## src/verilog/timer_pkg.sv

```systemverilog
/* Interval timer package with bus widths, channel count, register map
   and the vector types shared by the timer blocks */
`default_nettype none

package timer_pkg;

    localparam int unsigned n_channels = 4;
    localparam int unsigned addr_w     = 8;
    localparam int unsigned data_w     = 32;
    localparam int unsigned strb_w     = data_w / 8;
    localparam int unsigned chan_idx_w = $clog2(n_channels);
    localparam int unsigned reg_off_w  = 4;                  // each channel spans 16 bytes

    typedef logic [7:0]            presc_t;
    typedef logic [7:0]            reload_t;
    typedef logic [n_channels-1:0] chan_mask_t;
    typedef logic [addr_w-1:0]     axil_addr_t;
    typedef logic [data_w-1:0]     axil_data_t;
    typedef logic [1:0]            axil_resp_t;

    // register offsets inside one channel window
    localparam logic [reg_off_w-1:0] off_pre1 = 4'h0;
    localparam logic [reg_off_w-1:0] off_pre2 = 4'h4;
    localparam logic [reg_off_w-1:0] off_arr  = 4'h8;
    localparam logic [reg_off_w-1:0] off_ctrl = 4'hC;        // bit 0 is the enable

    localparam axil_addr_t chan_span   = axil_addr_t'(n_channels << reg_off_w);
    localparam axil_addr_t off_pending = 8'h40;              // write ones to clear
    localparam axil_addr_t off_mask    = 8'h44;

    localparam axil_resp_t resp_okay   = 2'b00;
    localparam axil_resp_t resp_slverr = 2'b10;

endpackage

`default_nettype wire

```

## src/verilog/timer_channel.sv

```systemverilog
/* Timer channel: two prescalers and an auto-reload counter in a chain,
   one tick every (pre1+1)*(pre2+1)*arr cycles */
`default_nettype none

module timer_channel import timer_pkg::*; (
    input  wire          clk,
    input  wire          arst_n,
    input  wire presc_t  pre1,
    input  wire presc_t  pre2,
    input  wire reload_t arr,
    input  wire          en,
    input  wire          load,
    output logic         tick
);

    // nine bits so that every 8-bit setting, 0xFF included, divides correctly
    logic [8:0] cnt1;
    logic [8:0] cnt2;
    logic [8:0] cnt3;
    logic [8:0] term3;
    logic       active;
    logic       wrap1;
    logic       wrap2;
    logic       wrap3;

    assign active = en && (arr != '0);
    assign term3  = {1'b0, arr} - 9'd1;                      // arr counts, so stop one short

    assign wrap1 = (cnt1 == {1'b0, pre1});
    assign wrap2 = wrap1 && (cnt2 == {1'b0, pre2});
    assign wrap3 = wrap2 && (cnt3 == term3);

    always_ff @(posedge clk or negedge arst_n) begin
        if (!arst_n) begin
            cnt1 <= '0;
            cnt2 <= '0;
            cnt3 <= '0;
            tick <= 1'b0;
        end else if (load || !active) begin
            cnt1 <= '0;                                      // restart from a clean phase
            cnt2 <= '0;
            cnt3 <= '0;
            tick <= 1'b0;
        end else begin
            cnt1 <= wrap1 ? 9'd0 : cnt1 + 9'd1;
            if (wrap1) begin
                cnt2 <= wrap2 ? 9'd0 : cnt2 + 9'd1;
            end
            if (wrap2) begin
                cnt3 <= wrap3 ? 9'd0 : cnt3 + 9'd1;
            end
            tick <= wrap3;                                   // one cycle per reload wrap
        end
    end

    a_tick_active: assert property (@(posedge clk) disable iff (!arst_n)
        tick |-> en && (arr != '0))
        else $error("tick raised on a disabled channel");

endmodule

`default_nettype wire

```

## src/verilog/timer_irq.sv

```systemverilog
/* Timer interrupt block: sticky pending bits per channel, write-one-to-clear,
   masked into one interrupt line */
`default_nettype none

module timer_irq import timer_pkg::*; (
    input  wire             clk,
    input  wire             arst_n,
    input  wire chan_mask_t tick,
    input  wire chan_mask_t pend_clear,
    input  wire chan_mask_t irq_mask,
    output chan_mask_t      pending,
    output logic            irq
);

    chan_mask_t pending_nxt;

    // a tick in the same cycle as a clear keeps the bit set
    assign pending_nxt = tick | (pending & ~pend_clear);

    always_ff @(posedge clk or negedge arst_n) begin
        if (!arst_n) begin
            pending <= '0;
        end else begin
            pending <= pending_nxt;
        end
    end

    assign irq = |(pending & irq_mask);                      // unmasking raises irq at once

endmodule

`default_nettype wire

```

## src/verilog/timer_regs.sv

```systemverilog
/* Timer register block: AXI4-Lite slave holding the channel configuration,
   the interrupt mask and access to the pending bits */
`default_nettype none

module timer_regs import timer_pkg::*; (
    input  wire               clk,
    input  wire               arst_n,
    input  wire axil_addr_t   awaddr,
    input  wire               awvalid,
    output logic              awready,
    input  wire axil_data_t   wdata,
    input  wire [strb_w-1:0]  wstrb,                         // ignored, every write is a full word
    input  wire               wvalid,
    output logic              wready,
    output axil_resp_t        bresp,
    output logic              bvalid,
    input  wire               bready,
    input  wire axil_addr_t   araddr,
    input  wire               arvalid,
    output logic              arready,
    output axil_data_t        rdata,
    output axil_resp_t        rresp,
    output logic              rvalid,
    input  wire               rready,
    output presc_t            pre1 [n_channels],
    output presc_t            pre2 [n_channels],
    output reload_t           arr [n_channels],
    output chan_mask_t        chan_en,
    output chan_mask_t        cfg_load,
    output chan_mask_t        irq_mask,
    output chan_mask_t        pend_clear,
    input  wire chan_mask_t   pending
);

    typedef enum logic {w_idle, w_resp} wr_state_t;
    typedef enum logic {r_idle, r_resp} rd_state_t;

    wr_state_t wr_state;
    rd_state_t rd_state;

    logic                  wr_fire, rd_fire;
    logic                  wr_chan_hit, rd_chan_hit;
    logic                  wr_addr_ok, rd_addr_ok;
    logic [chan_idx_w-1:0] wr_idx, rd_idx;
    logic [reg_off_w-1:0]  wr_off, rd_off;
    axil_data_t            rd_data_c;

    // address decode for both channels of the bus
    assign wr_chan_hit = awaddr < chan_span;
    assign wr_idx      = awaddr[reg_off_w +: chan_idx_w];
    assign wr_off      = awaddr[reg_off_w-1:0];
    assign wr_addr_ok  = (wr_chan_hit && wr_off[1:0] == 2'b00) ||
                         awaddr == off_pending || awaddr == off_mask;

    assign rd_chan_hit = araddr < chan_span;
    assign rd_idx      = araddr[reg_off_w +: chan_idx_w];
    assign rd_off      = araddr[reg_off_w-1:0];
    assign rd_addr_ok  = (rd_chan_hit && rd_off[1:0] == 2'b00) ||
                         araddr == off_pending || araddr == off_mask;

    // address and data are taken together in one cycle
    assign wr_fire = (wr_state == w_idle) && awvalid && wvalid;
    assign awready = wr_fire;
    assign wready  = wr_fire;
    assign bvalid  = (wr_state == w_resp);

    assign rd_fire = (rd_state == r_idle) && arvalid;
    assign arready = rd_fire;
    assign rvalid  = (rd_state == r_resp);

    always_ff @(posedge clk or negedge arst_n) begin
        if (!arst_n) begin
            wr_state <= w_idle;
            bresp    <= resp_okay;
        end else begin
            case (wr_state)
                w_idle: if (wr_fire) begin
                    wr_state <= w_resp;
                    bresp    <= wr_addr_ok ? resp_okay : resp_slverr;
                end
                w_resp: if (bready) wr_state <= w_idle;
                default: wr_state <= w_idle;
            endcase
        end
    end

    always_ff @(posedge clk or negedge arst_n) begin
        if (!arst_n) begin
            for (int c = 0; c < n_channels; c++) begin
                pre1[c] <= '0;
                pre2[c] <= '0;
                arr[c]  <= '0;
            end
            chan_en  <= '0;
            irq_mask <= '0;
        end else if (wr_fire && wr_chan_hit) begin
            case (wr_off)
                off_pre1: pre1[wr_idx]    <= presc_t'(wdata);
                off_pre2: pre2[wr_idx]    <= presc_t'(wdata);
                off_arr:  arr[wr_idx]     <= reload_t'(wdata);
                off_ctrl: chan_en[wr_idx] <= wdata[0];
                default: ;                                    // unaligned, no effect
            endcase
        end else if (wr_fire && awaddr == off_mask) begin
            irq_mask <= chan_mask_t'(wdata);
        end
    end

    // the channel restarts on the same edge that takes the new value
    always_comb begin
        cfg_load = '0;
        if (wr_fire && wr_chan_hit && wr_addr_ok) begin
            cfg_load[wr_idx] = 1'b1;
        end
    end

    assign pend_clear = (wr_fire && awaddr == off_pending) ? chan_mask_t'(wdata) : '0;

    always_comb begin
        rd_data_c = '0;                                       // unmapped reads return zero
        if (rd_chan_hit) begin
            case (rd_off)
                off_pre1: rd_data_c = axil_data_t'(pre1[rd_idx]);
                off_pre2: rd_data_c = axil_data_t'(pre2[rd_idx]);
                off_arr:  rd_data_c = axil_data_t'(arr[rd_idx]);
                off_ctrl: rd_data_c = axil_data_t'(chan_en[rd_idx]);
                default:  rd_data_c = '0;
            endcase
        end else if (araddr == off_pending) begin
            rd_data_c = axil_data_t'(pending);
        end else if (araddr == off_mask) begin
            rd_data_c = axil_data_t'(irq_mask);
        end
    end

    always_ff @(posedge clk or negedge arst_n) begin
        if (!arst_n) begin
            rd_state <= r_idle;
            rresp    <= resp_okay;
        end else begin
            case (rd_state)
                r_idle: if (rd_fire) begin
                    rd_state <= r_resp;
                    rresp    <= rd_addr_ok ? resp_okay : resp_slverr;
                end
                r_resp: if (rready) rd_state <= r_idle;
                default: rd_state <= r_idle;
            endcase
        end
    end

    always_ff @(posedge clk) begin
        if (rd_fire) rdata <= rd_data_c;
    end

    a_bvalid_hold: assert property (@(posedge clk) disable iff (!arst_n)
        bvalid && !bready |=> bvalid && $stable(bresp))
        else $error("bvalid dropped before bready");

    a_rvalid_hold: assert property (@(posedge clk) disable iff (!arst_n)
        rvalid && !rready |=> rvalid && $stable(rdata) && $stable(rresp))
        else $error("rvalid dropped or read data changed before rready");

    a_load_onehot: assert property (@(posedge clk) disable iff (!arst_n)
        (|cfg_load) |-> $onehot(cfg_load) ##1 (cfg_load == '0))
        else $error("cfg_load was not a one-hot single-cycle pulse");

endmodule

`default_nettype wire

```

## src/verilog/timer_top.sv

```systemverilog
/* Interval timer top level: AXI4-Lite register block, one timer per channel
   and the interrupt block */
`default_nettype none

module timer_top import timer_pkg::*; (
    input  wire              clk,
    input  wire              arst_n,
    input  wire axil_addr_t  awaddr,
    input  wire              awvalid,
    output logic             awready,
    input  wire axil_data_t  wdata,
    input  wire [strb_w-1:0] wstrb,
    input  wire              wvalid,
    output logic             wready,
    output axil_resp_t       bresp,
    output logic             bvalid,
    input  wire              bready,
    input  wire axil_addr_t  araddr,
    input  wire              arvalid,
    output logic             arready,
    output axil_data_t       rdata,
    output axil_resp_t       rresp,
    output logic             rvalid,
    input  wire              rready,
    output logic             irq
);

    wire presc_t     pre1 [n_channels];
    wire presc_t     pre2 [n_channels];
    wire reload_t    arr [n_channels];
    wire chan_mask_t chan_en;
    wire chan_mask_t cfg_load;
    wire chan_mask_t irq_mask;
    wire chan_mask_t pend_clear;
    wire chan_mask_t pending;
    wire chan_mask_t tick;

    timer_regs u_regs (
        .clk        (clk),
        .arst_n     (arst_n),
        .awaddr     (awaddr),
        .awvalid    (awvalid),
        .awready    (awready),
        .wdata      (wdata),
        .wstrb      (wstrb),
        .wvalid     (wvalid),
        .wready     (wready),
        .bresp      (bresp),
        .bvalid     (bvalid),
        .bready     (bready),
        .araddr     (araddr),
        .arvalid    (arvalid),
        .arready    (arready),
        .rdata      (rdata),
        .rresp      (rresp),
        .rvalid     (rvalid),
        .rready     (rready),
        .pre1       (pre1),
        .pre2       (pre2),
        .arr        (arr),
        .chan_en    (chan_en),
        .cfg_load   (cfg_load),
        .irq_mask   (irq_mask),
        .pend_clear (pend_clear),
        .pending    (pending)
    );

    for (genvar c = 0; c < n_channels; c++) begin : g_chan
        timer_channel u_chan (
            .clk    (clk),
            .arst_n (arst_n),
            .pre1   (pre1[c]),
            .pre2   (pre2[c]),
            .arr    (arr[c]),
            .en     (chan_en[c]),
            .load   (cfg_load[c]),
            .tick   (tick[c])
        );
    end

    timer_irq u_irq (
        .clk        (clk),
        .arst_n     (arst_n),
        .tick       (tick),
        .pend_clear (pend_clear),
        .irq_mask   (irq_mask),
        .pending    (pending),
        .irq        (irq)
    );

endmodule

`default_nettype wire
```

## config.mk

```make
export PLATFORM = sky130hd
export DESIGN_NAME = timer_top
export DESIGN_NICKNAME = d
export VERILOG_FILES = /design/src/verilog/timer_pkg.sv /design/src/verilog/timer_channel.sv /design/src/verilog/timer_irq.sv /design/src/verilog/timer_regs.sv /design/src/verilog/timer_top.sv
export SDC_FILE = /design/constraint.sdc
export NUM_CORES = 1
export LEC_CHECK = 0
export BUFFER_PORTS_ARGS = -buffer_cell sky130_fd_sc_hd__buf_4
export CORE_UTILIZATION = 45
export DETAILED_ROUTE_END_ITERATION = 16
export HOLD_SLACK_MARGIN = 0.15
export PLACE_DENSITY = 0.63
export SYNTH_ARGS = -nofsm -noshare
export SYNTH_HDL_FRONTEND = slang
export SYNTH_HIERARCHICAL = 1
export SYNTH_SLANG_ARGS = --single-unit
```

## constraint.sdc

```tcl
create_clock -name clk -period 2.55 [get_ports clk]
set_input_delay 0.1275 -clock clk [delete_from_list [all_inputs] [get_ports clk]]
set_output_delay 0.1275 -clock clk [all_outputs]
set_load 0.02 [all_outputs]
```

Yosys cells after proc, flatten, opt, wreduce, memory -nomap -nowiden
Cells that the tools add are included.
Widths: inputs -> output; s select.

cells by class
  shift-type cells = 0
  multiplexer cells = 69
  add/subtract/negate cells = 16
  $mul = 0
  eq/ne operators = 22
  bitwise gates (word level) = 9
  reductions and logical operators = 59
  div/mod/pow operators = 0
  $lt $le $gt $ge = 8

operators by type and width
  operator             number
  $mux 9               32
  $add 9x1->9 const B  12
  $bwmux 32            3
  $eq 9x8->1           8
  $mux 32              2
  $mux 8               7
  $bmux 8 s2           3
  $eq 9x9->1           4
  $sub 8x1->9 const B  4
  $eq 8x7->1 const B   4
  $pmux 8 s4           1
  $reduce_bool 8->1    4
  $logic_and 1x1->1    23
  $demux 8 s2          1
  $eq 4x4->1 const B   4
  $lt 8x7->1 const B   2
  $reduce_bool 2->1    8
  $reduce_and 2->1     7
  $mux 4               3
  $mux 1               10
  $and 4x4->4          2
  $eq 4x3->1 const B   2
  $logic_not 4->1      2
  $logic_or 1x1->1     8
  other kinds (16)     27

word-level totals
  memories kept = 0
  RAM bits = 0
  ROM bits = 0
  output and inout port bits = 42
  register bits = 258
  latch bits = 0

Depth between registers and ports, before layout
Gate-level depths: netlist of the first run.

  word-level depth = 8
  mapped depth = 10
  depth with buffers taken out = 8

By module
The synthesis of the first run kept the hierarchy.

modules (own cells, without submodules)
  module                                area each (µm²)  cells an instance  instances
  timer_channel (g_chan[0].u_chan ...)  1929.4           212                3
  timer_regs                            5549.1           387                1
  timer_channel (g_chan[1].u_chan)      1876.8           202                1
  timer_irq                             165.2            15                 1

Worst setup path before layout of the first run
No wires, ideal clock.

  path kind = reg-to-reg
  start = register u_regs/arr[16] (netlist bit)
  end = register g_chan[1].u_chan.cnt3[6]
  stages on the path, launching flop included = 9
  buffers on the path = 0
  path slack = 92 ps
  arrival time = 2340 ps
  clock period less this slack = 2458 ps
  library setup time = 118 ps
  path through = dfrtp_1 inv_1 ha_1 xor2_1 nand2_1 or4_4 o41ai_4 o22ai_1 a21o_1

between the ends
  cells in the longest elaborated chain, start to end = 6

ends and longest elaborated chain
  element                            RTL line             source
  from (decl)                        timer_regs.sv:27     output reload_t arr [n_channels],
  from (signal, indexed assignment)  timer_regs.sv:100    off_arr: arr[wr_idx] <= reload_t'(wdata);
  $sub 8x1->9                        timer_channel.sv:27  assign term3 = {1'b0, arr} - 9'd1;
  $eq 9x9->1                         timer_channel.sv:31  assign wrap3 = wrap2 && (cnt3 == term3);
  $logic_and 1x1->1                  timer_channel.sv:31
  $mux 9                             timer_channel.sv:50  cnt3 <= wrap3 ? 9'd0 : cnt3 + 9'd1;
  $mux 9                             timer_channel.sv:49  if (wrap2) begin
  $mux 9                             timer_channel.sv:39  end else if (load || !active) begin
  to (signal assigned)               timer_channel.sv:50
  to (decl)                          timer_channel.sv:19  logic [8:0] cnt3;

Parallel ways exist; a longest one is shown, timed or not. The select of a mux whose other input is x is not followed.
A chain may end at the register's enable or synchronous reset.

Worst setup path after layout of the first run
  start = register u_regs/arr[16] (netlist bit)
  end = register g_chan[1].u_chan.cnt3[8]

Same word-level chain as after synthesis.

==> reports/metrics.yaml, run 1 <==
logic_synthesis:
  synth-seq-cells: 232
  synth_edf_count: 8
  seq_area_frac_synth_pct: 43.7
  netlist_area_mm2: 0.0134
  synth_cell_types: 75
  synthCells: 1240
  async_flop_share_pct: 96.6
  synth-main-ff-cell: "dfrtp_1"
  yosysWarnings: 6
  syn_avg_cell_area_um2: 10.8
sta:
  fmax_mhz: 421
  tightestPinTransition_ns: 0.829
  fin_crit_sh_pct: 93.2
  worst_slack_ns: 0.174
  fin_tns_setup_ns: 0
  skew_ns: 0.0111
  final_max_slew_viol_count: 0
  hold_violations: 0
  slew-limit-headroom_pct: 44.6
  setup_viol: 0
  post-route-min-period_ns: 2.38
  rsz0062_at_grt: "no"
floorplan:
  num_rows: 62
  die_area_mm2: 0.0304
  start_util_pct: 46.1
  die_x_um: 174
  die_h_um: 174
  io_pins: 101
  core-area_mm2: 0.0290
detailed_routing:
  met2_length_mm: 15.2
  vias_per_cell: 5.56
  routedWlPerCell_um: 19.0
  drt-initial-drc-count: 564
  top_layer_used: "met5"
  vias: 9732
  postRouteAntennaNets: 0
  wl_met1_mm: 15.9
  drc: 0
  first_pass_iters: 7
  met3_length_mm: 1.24
  wl_mm: 33.2
final_layout:
  post-route-util_pct: 53.5
  fin_nets: 1422
  fill_cells: 2564
  synthToLayoutAreaGrowth_pct: 16.1
  drive_gt1_share_pct: 24.8
clock_tree:
  tritoncts: "done"
  clk_pin_slew_ns: 0.06
  cts_root_buf: "clkbuf_16"
  cts_sinks: 232
  insertion_delay_ns: 0.54
  clockBufferDepth: 3
  ctsHtreeMaxLevel: 1
  cts_made_buffers: 27
worst_setup_path:
  crit_required_ns: 2.97
  cp_max_fo: 8
  critPathCaptureType: "register"
  critPathLaunchType: "register"
  path_class: "register to register"
  arrival_ns: 2.80
global_routing:
  grt_max_degree: 85
  grt_pass1_vias: 9519
  grt_overflow_total: 0
  track_usage_pct: 22.3
  antenna_found_initial: 2
  grt_pass1_wl_mm: 53.0
place:
  gp_congestion: 0.925
  pre_cts_slack_ns: 0.0723
  place.detailed.hpwl_mm: 24.2
  io_buffers: 46
power_and_ir_drop:
  vdd.ir_drop.worst_uv: 490
  power_density_mw_per_mm2: 568
  cellLeakagePower_nw: 7.27
worst_hold_path:
  hold_class: "primary input to register"
outcome:
  status: "completed"
flow_run:
  drv_cap: 0
[state kept, by name, summed over array words and instances (netlist names)]
signal and count:
u_regs/arr 32, u_regs/bvalid 1, u_regs/rdata 8, u_irq/pending 4
u_regs/rvalid 1, g_chan.u_chan/cnt2 36, g_chan.u_chan/cnt1 36, u_regs/pre2 32
u_regs/irq_mask 4, u_regs/pre1 32, g_chan.u_chan/cnt3 36, u_regs/rresp 1
g_chan.u_chan/tick 4, u_regs/bresp 1, u_regs/chan_en 4
[where the power goes]
| part | leakage [nW] | internal [mW] | switching [mW] |
|---|---|---|---|
| Clock | 0.476 | 2.65 | 1.60 |
| Combinational | 3.62 | 0.298 | 0.455 |
| Sequential | 3.17 | 3.75 | 0.0631 |
[Yosys cell counts (all sizes together) (13+ instances only)]
cell type,number,area (µm²)
o21ai,30,173
mux4,25,563
inv,40,150
xnor2,33,289
mux2,111,1250
nand4,27,169
xor2,120,1050
nor2b,17,106
a21oi,41,250
nand3,58,290
buf,40,274
nand2,72,270
and2,13,81.3
or3,21,139
nor3,42,249
and3,23,166
nor2,98,375
ha,20,250
clkbuf,26,105
dfrtp,224,5610
[final cells by class]
cell class | count | area, µm² | share of cell area (%)
Inverter | 40 | 150 | 0.967
Clock inverter | 21 | 298 | 1.92
Tap cell | 384 | 480 | 3.09
Timing Repair Buffer | 115 | 963 | 6.20
Antenna cell | 1 | 2.50 | 0.0161
Multi-Input combinational cell | 927 | 7110 | 45.8
Sequential cell | 232 | 5850 | 37.6
Clock buffer | 29 | 683 | 4.40
[critical path, cell delays in order, from the launching register on]
cell and delay [ns]:
dfrtp_1 0.37, inv_1 0.08, ha_1 0.18, nor3b_2 0.20, a21oi_1 0.10, or4_4 0.50, o41ai_4 0.32, buf_4 0.21
o21ai_1 0.08, a22o_1 0.21
[logic make-up after synthesis]
family,count (synthesis),synth area share [%]
AO/OA/AOI/OAI,153,8.32
buffers and inverters,106,3.96
XOR/XNOR,153,10.0
adder cells (fa/ha/maj),20,1.87
flip-flops,232,43.7
multiplexers,147,14.4
other,1,0.0280
AND/OR/NAND/NOR,428,17.7
[final timing paths]
kind / depth (start not counted) / startpoint / endpoint / slack (ns)
setup / recovery: 9 / u_regs/arr[16] / g_chan[1].u_chan/cnt3[8] / 0.17
hold / removal: 4 / awaddr[0] / u_regs/bresp[1] / 0.16
setup reg to reg: 9 / u_regs/arr[16] / g_chan[1].u_chan/cnt3[8] / 0.17
hold reg to reg: 1 / g_chan[3].u_chan/tick / u_irq/pending[3] / 0.46
max in group asynchronous: 3 / arst_n / u_regs/arr[22] / 1.91
min in group asynchronous: 3 / arst_n / g_chan[1].u_chan/cnt1[3] / 0.20
[metrics by stage]
stage,hold WS (ns),total power [mW],std cells,cell area (µm²)
2_1_floorplan,-0.168,4.34,1265,13500
3_3_place_gp,0.0643,4.59,1678,14300
3_5_place_dp,0.0674,4.60,1678,14300
4_1_cts,0.160,8.92,1748,15500
5_1_grt,0.155,9.14,1749,15500
6_report,0.162,8.82,1749,15500
[per-layer routing]
layer	vias to the layer above	global-route usage, %
li1	4637	-
met4	2	6.58
met1	4829	31.7
met2	206	35.4
met5	-	0
met3	58	2.76
[cells in the final DEF (no fill, tap or decap), types with 7 or more instances in the layout]
cell and instances:
a21oi_1 35, a31oi_1 7, and2_1 13, and3_1 14, buf_4 92, bufinv_16 7
clkbuf_16 27, clkinv_2 7, conb_1 26, dfrtp_1 224, dlygate4sd3_1 19, edfxtp_1 8
ha_1 20, inv_1 40, mux2_2 109, mux2i_1 11, mux4_2 25, nand2_1 72
nand3_1 58, nand3b_1 11, nand4_1 27, nor2_1 97, nor2b_1 17, nor3_1 38
o21ai_0 17, o21ai_1 7, or3_1 15, xnor2_1 33, xor2_1 120
[what timing repair did]
item                                   in CTS  in global routing
hold buffers                               20                  0
gates resized for setup                     0                  4
setup buffers                               0                  0
endpoints found under the hold margin     342                  0
setup endpoints to repair                   0                 28
No activity file was read; power rests on OpenSTA's default activity.
==> run 2: changes to the inputs <==
--- a/config.mk
+++ b/config.mk
@@ -9,8 +9,7 @@
 export CORE_UTILIZATION = 45
 export DETAILED_ROUTE_END_ITERATION = 16
 export HOLD_SLACK_MARGIN = 0.15
-export PLACE_DENSITY = 0.63
+export PLACE_DENSITY = 0.61
 export SYNTH_ARGS = -nofsm -noshare
 export SYNTH_HDL_FRONTEND = slang
-export SYNTH_HIERARCHICAL = 1
 export SYNTH_SLANG_ARGS = --single-unit
==> constraint.sdc (replaced) <==
create_clock -name clk -period 2.2 [get_ports clk]
set_input_delay 0.11 -clock clk [delete_from_list [all_inputs] [get_ports clk]]
set_output_delay 0.11 -clock clk [all_outputs]
set_load 0.02 [all_outputs]
==> run 2 against run 1 <==
  * Final cell count up 4.4%
  * The flow now finishes with violations (negative setup slack)
  * Sequential cell count unchanged
  * Critical path depth decreased by 2
  * Critical endpoint is now g_chan[2].u_chan.cnt3[1]
  * Largest cell class unchanged
  * Largest power group unchanged
  * Total power is 14% higher
  * Core utilization increased by 4.3 points
  * Critical path type unchanged
  * First-iteration DRC count is 23% higher
  * Highest routed layer is now met4
==> reports/metrics.yaml, run 2 <==
worst_setup_path:
  worst_path_largest_cell_delay_ns: 0.54  # +0.04 ns
  worst-path-buf-inv: 1  # -1
  arrival_ns: 2.74  # -0.06 ns
  critPathCaptureType: "register"
  cp_top_family: "simple AND/OR/NAND/NOR gates"
  critPathLaunchType: "register"
  slowest_stage: "or4_4"
  crit_required_ns: 2.62  # -0.35 ns
  path_class: "register to register"
  crit_chain: "or4_4, or4b_4, xor2_2, nand4_1, buf_4, o211ai_1, a21oi_1"
  cp_max_fo: 2  # -6
outcome:
  status: "finished, violations left"
  violations: "negative setup slack"
power_and_ir_drop:
  power_density_mw_per_mm2: 606  # +6.8%
  vdd.ir_drop.worst_uv: 530  # +8.0%
  cellLeakagePower_nw: 7.31  # +0.54%
global_routing:
  track_usage_pct: 23.5  # +1.2 points
  grt_pass1_vias: 9974  # +4.8%
  grt_pass1_wl_mm: 55.9  # +5.5%
  grt_overflow_total: 0  # unchanged
  antenna_found_initial: 0  # -2
  grt_max_degree: 55  # -35%
floorplan:
  die_h_um: 173  # -0.87%
  die_area_mm2: 0.0299  # -1.7%
  io_pins: 101  # unchanged
  start_util_pct: 45.8  # -0.32 points
  die_x_um: 173  # -0.87%
  core-area_mm2: 0.0287  # -1.1%
  num_rows: 62  # unchanged
flow_run:
  drv_cap: 0  # unchanged
logic_synthesis:
  async_flop_share_pct: 96.6  # unchanged
  syn_avg_cell_area_um2: 10.8  # +0.19%
  synth_top_area_cell: "dfrtp_1"
  netlist_area_mm2: 0.0131  # -1.7%
  seq_area_frac_synth_pct: 44.5  # +0.78 points
  synth_cell_types: 78  # +4.0%
  yosysWarnings: 0  # -6
  synth.top_cell.area_share_pct: 42.6  # +0.75 points
  synthCells: 1216  # -1.9%
  synth_edf_count: 8  # unchanged
  synth_common_cells: "224 x dfrtp_1, 97 x mux2_2, 94 x nor2_1"
  synth-seq-cells: 232  # unchanged
  yosysMostFrequentCell: "dfrtp_1"
  synth-main-ff-cell: "dfrtp_1"
  synth_top_cells_by_area: "dfrtp_1 43%, mux2_2 8.3%, xnor2_1 5.8%"
worst_hold_path:
  hold_class: "primary input to register"
detailed_routing:
  drc: 0  # unchanged
  postRouteAntennaNets: 0  # unchanged
  wl_mm: 35.0  # +5.2%
  wl_met1_mm: 16.2  # +1.8%
  met3_length_mm: 1.20  # -3.2%
  vias_per_cell: 5.53  # -0.63%
  vias: 10100  # +3.7%
  routedWlPerCell_um: 19.1  # +0.76%
  first_pass_iters: 6  # -1
  met2_length_mm: 16.6  # +9.3%
  top_layer_used: "met4"
  drt-initial-drc-count: 695  # +23%
sta:
  final_max_slew_viol_count: 0  # unchanged
  fmax_mhz: 430  # +2.2%
  hold_violations: 0  # unchanged
  skew_ns: 0.0102  # -0.000916 ns
  post-route-min-period_ns: 2.33  # -0.0512 ns
  tightestPinTransition_ns: 0.567  # -0.262 ns
  worst_slack_ns: -0.125  # -0.299 ns
  rsz0062_at_grt: "yes"
  setup_viol: 18  # +18
  slew-limit-headroom_pct: 62.1  # +17 points
  fin_crit_sh_pct: 106  # +12 points
place:
  placed_cells: 1725  # +2.8%
  gp_congestion: 0.891  # -3.6%
  place.detailed.hpwl_mm: 24.6  # +1.9%
  io_buffers: 46  # unchanged
  placed_area_mm2: 0.0147  # +2.7%
final_layout:
  final_common_cell: "dfrtp_1"
  layout.cells.non_filler: 1826  # +4.4%
  reg.largest.list: "g_chan.u_chan.cnt1 (36), g_chan.u_chan.cnt2 (36), g_chan.u_chan.cnt3 (36)"
  final_cell_mix: "220 x dfrtp_1, 179 x buf_4, 94 x nor2_1"
  drive_gt1_share_pct: 33.1  # +8.4 points
  n_antenna_cell: 0  # -1
  synthToLayoutAreaGrowth_pct: 26.2
  fin_nets: 1501  # +5.6%
  fin_area_mm2: 0.0166  # +6.8%
clock_tree:
  tritoncts: "done"
  cts_root_buf: "clkbuf_16"
  cts_sinks: 232  # unchanged
  cts_made_buffers: 27  # unchanged
  insertion_delay_ns: 0.54  # about the same
  clk_pin_slew_ns: 0.06  # about the same
  ctsHtreeMaxLevel: 1  # unchanged
  clockBufferDepth: 3  # unchanged
run 2: changes by cell type in the layout (fill, tap and decap cells not counted), moves of 11 or more:
cell	previous run	this run
nor2b_1	17	5
a21oi_2	3	18
o21ai_0	17	37
xor2_1	120	74
nand2_1	72	84
inv_1	40	21
o31ai_1	0	12
mux2_2	109	90
xnor2_1	33	86
nor3_1	38	17
a211oi_2	0	13
buf_4	92	179
dlygate4sd3_1	19	30
run 2: cells by family after synthesis:
group,count (synthesis),share of synthesized area (%)
mux,137,13.9
compound gates,170,8.92
other cells,1,0.0285
xor+xnor,162,10.8
flops,232,44.5
buf+inv,96,3.85
simple gates,398,16.1
fa+ha+maj,20,1.90
run 2: final cells by class:
| cell class | instances | area, µm² |
|---|---|---|
| Inverter | 27 | 106 |
| Tap cell | 384 | 480 |
| Multi-Input combinational cell | 915 | 7420 |
| Sequential cell | 232 | 5850 |
| Fill cell | 2422 | 12100 |
| Timing Repair Buffer | 219 | 1810 |
| Clock inverter | 8 | 76.3 |
| Clock buffer | 41 | 840 |
run 2: metal layers:
metal	GRT usage [%]	vias to the layer above
met1	33.1	5063
met5	0	-
met2	38.6	198
li1	-	4770
met3	2.53	65
met4	6.53	0
run 2: worst paths after layout:
path,start,end,slack [ns],depth (start not counted)
worst max-delay path,u_regs.arr[12],g_chan[2].u_chan.cnt3[1],-0.13,7
worst min-delay path,araddr[6],u_regs.rdata[1],0.17,5
worst max register to register,u_regs.arr[12],g_chan[2].u_chan.cnt3[1],-0.13,7
worst min register to register,g_chan[0].u_chan.tick,u_irq.pending[0],0.43,1
max in group asynchronous,arst_n,u_regs.arr[0],0.90,4
min in group asynchronous,arst_n,g_chan[1].u_chan.cnt1[0],0.60,3
run 2: power breakdown:
part,total (mW),switching [mW],internal (mW)
registers,4.42,0.0634,4.35
logic,1.10,0.651,0.448
clock network,4.54,1.80,2.74
total,10.1,2.52,7.54
run 2: through the flow:
step	hold WS, ns	TNS, ns	util [%]	setup slack (ns)	power [mW]
after floorplan	-0.186	-1.57	-	-0.128	5.03
after global placement	0.114	-3.42	51.2	-0.206	5.44
final	0.168	-1.63	57.8	-0.125	10.1
after global routing	0.171	-3.49	57.8	-0.270	10.4
after CTS	0.166	-1.72	56.3	-0.206	10.1
after detailed placement	0.114	-4.81	51.2	-0.221	5.45
run 2: repair_timing:
action | CTS | global route
hold buffers | 31 | 1
pin swaps | 14 | 29
buffers inserted | 8 | 12
hold endpoints to repair | 348 | 3
endpoints found under the setup margin | 45 | 107
cloned | 0 | 2
gates resized for setup | 30 | 70
run 2: tightest hold or removal path, stage by stage:
cell and delay (ns):
buf_4 0.11, nor4_2 0.04, buf_4 0.15, nand2_1 0.06, o21ai_0 0.06
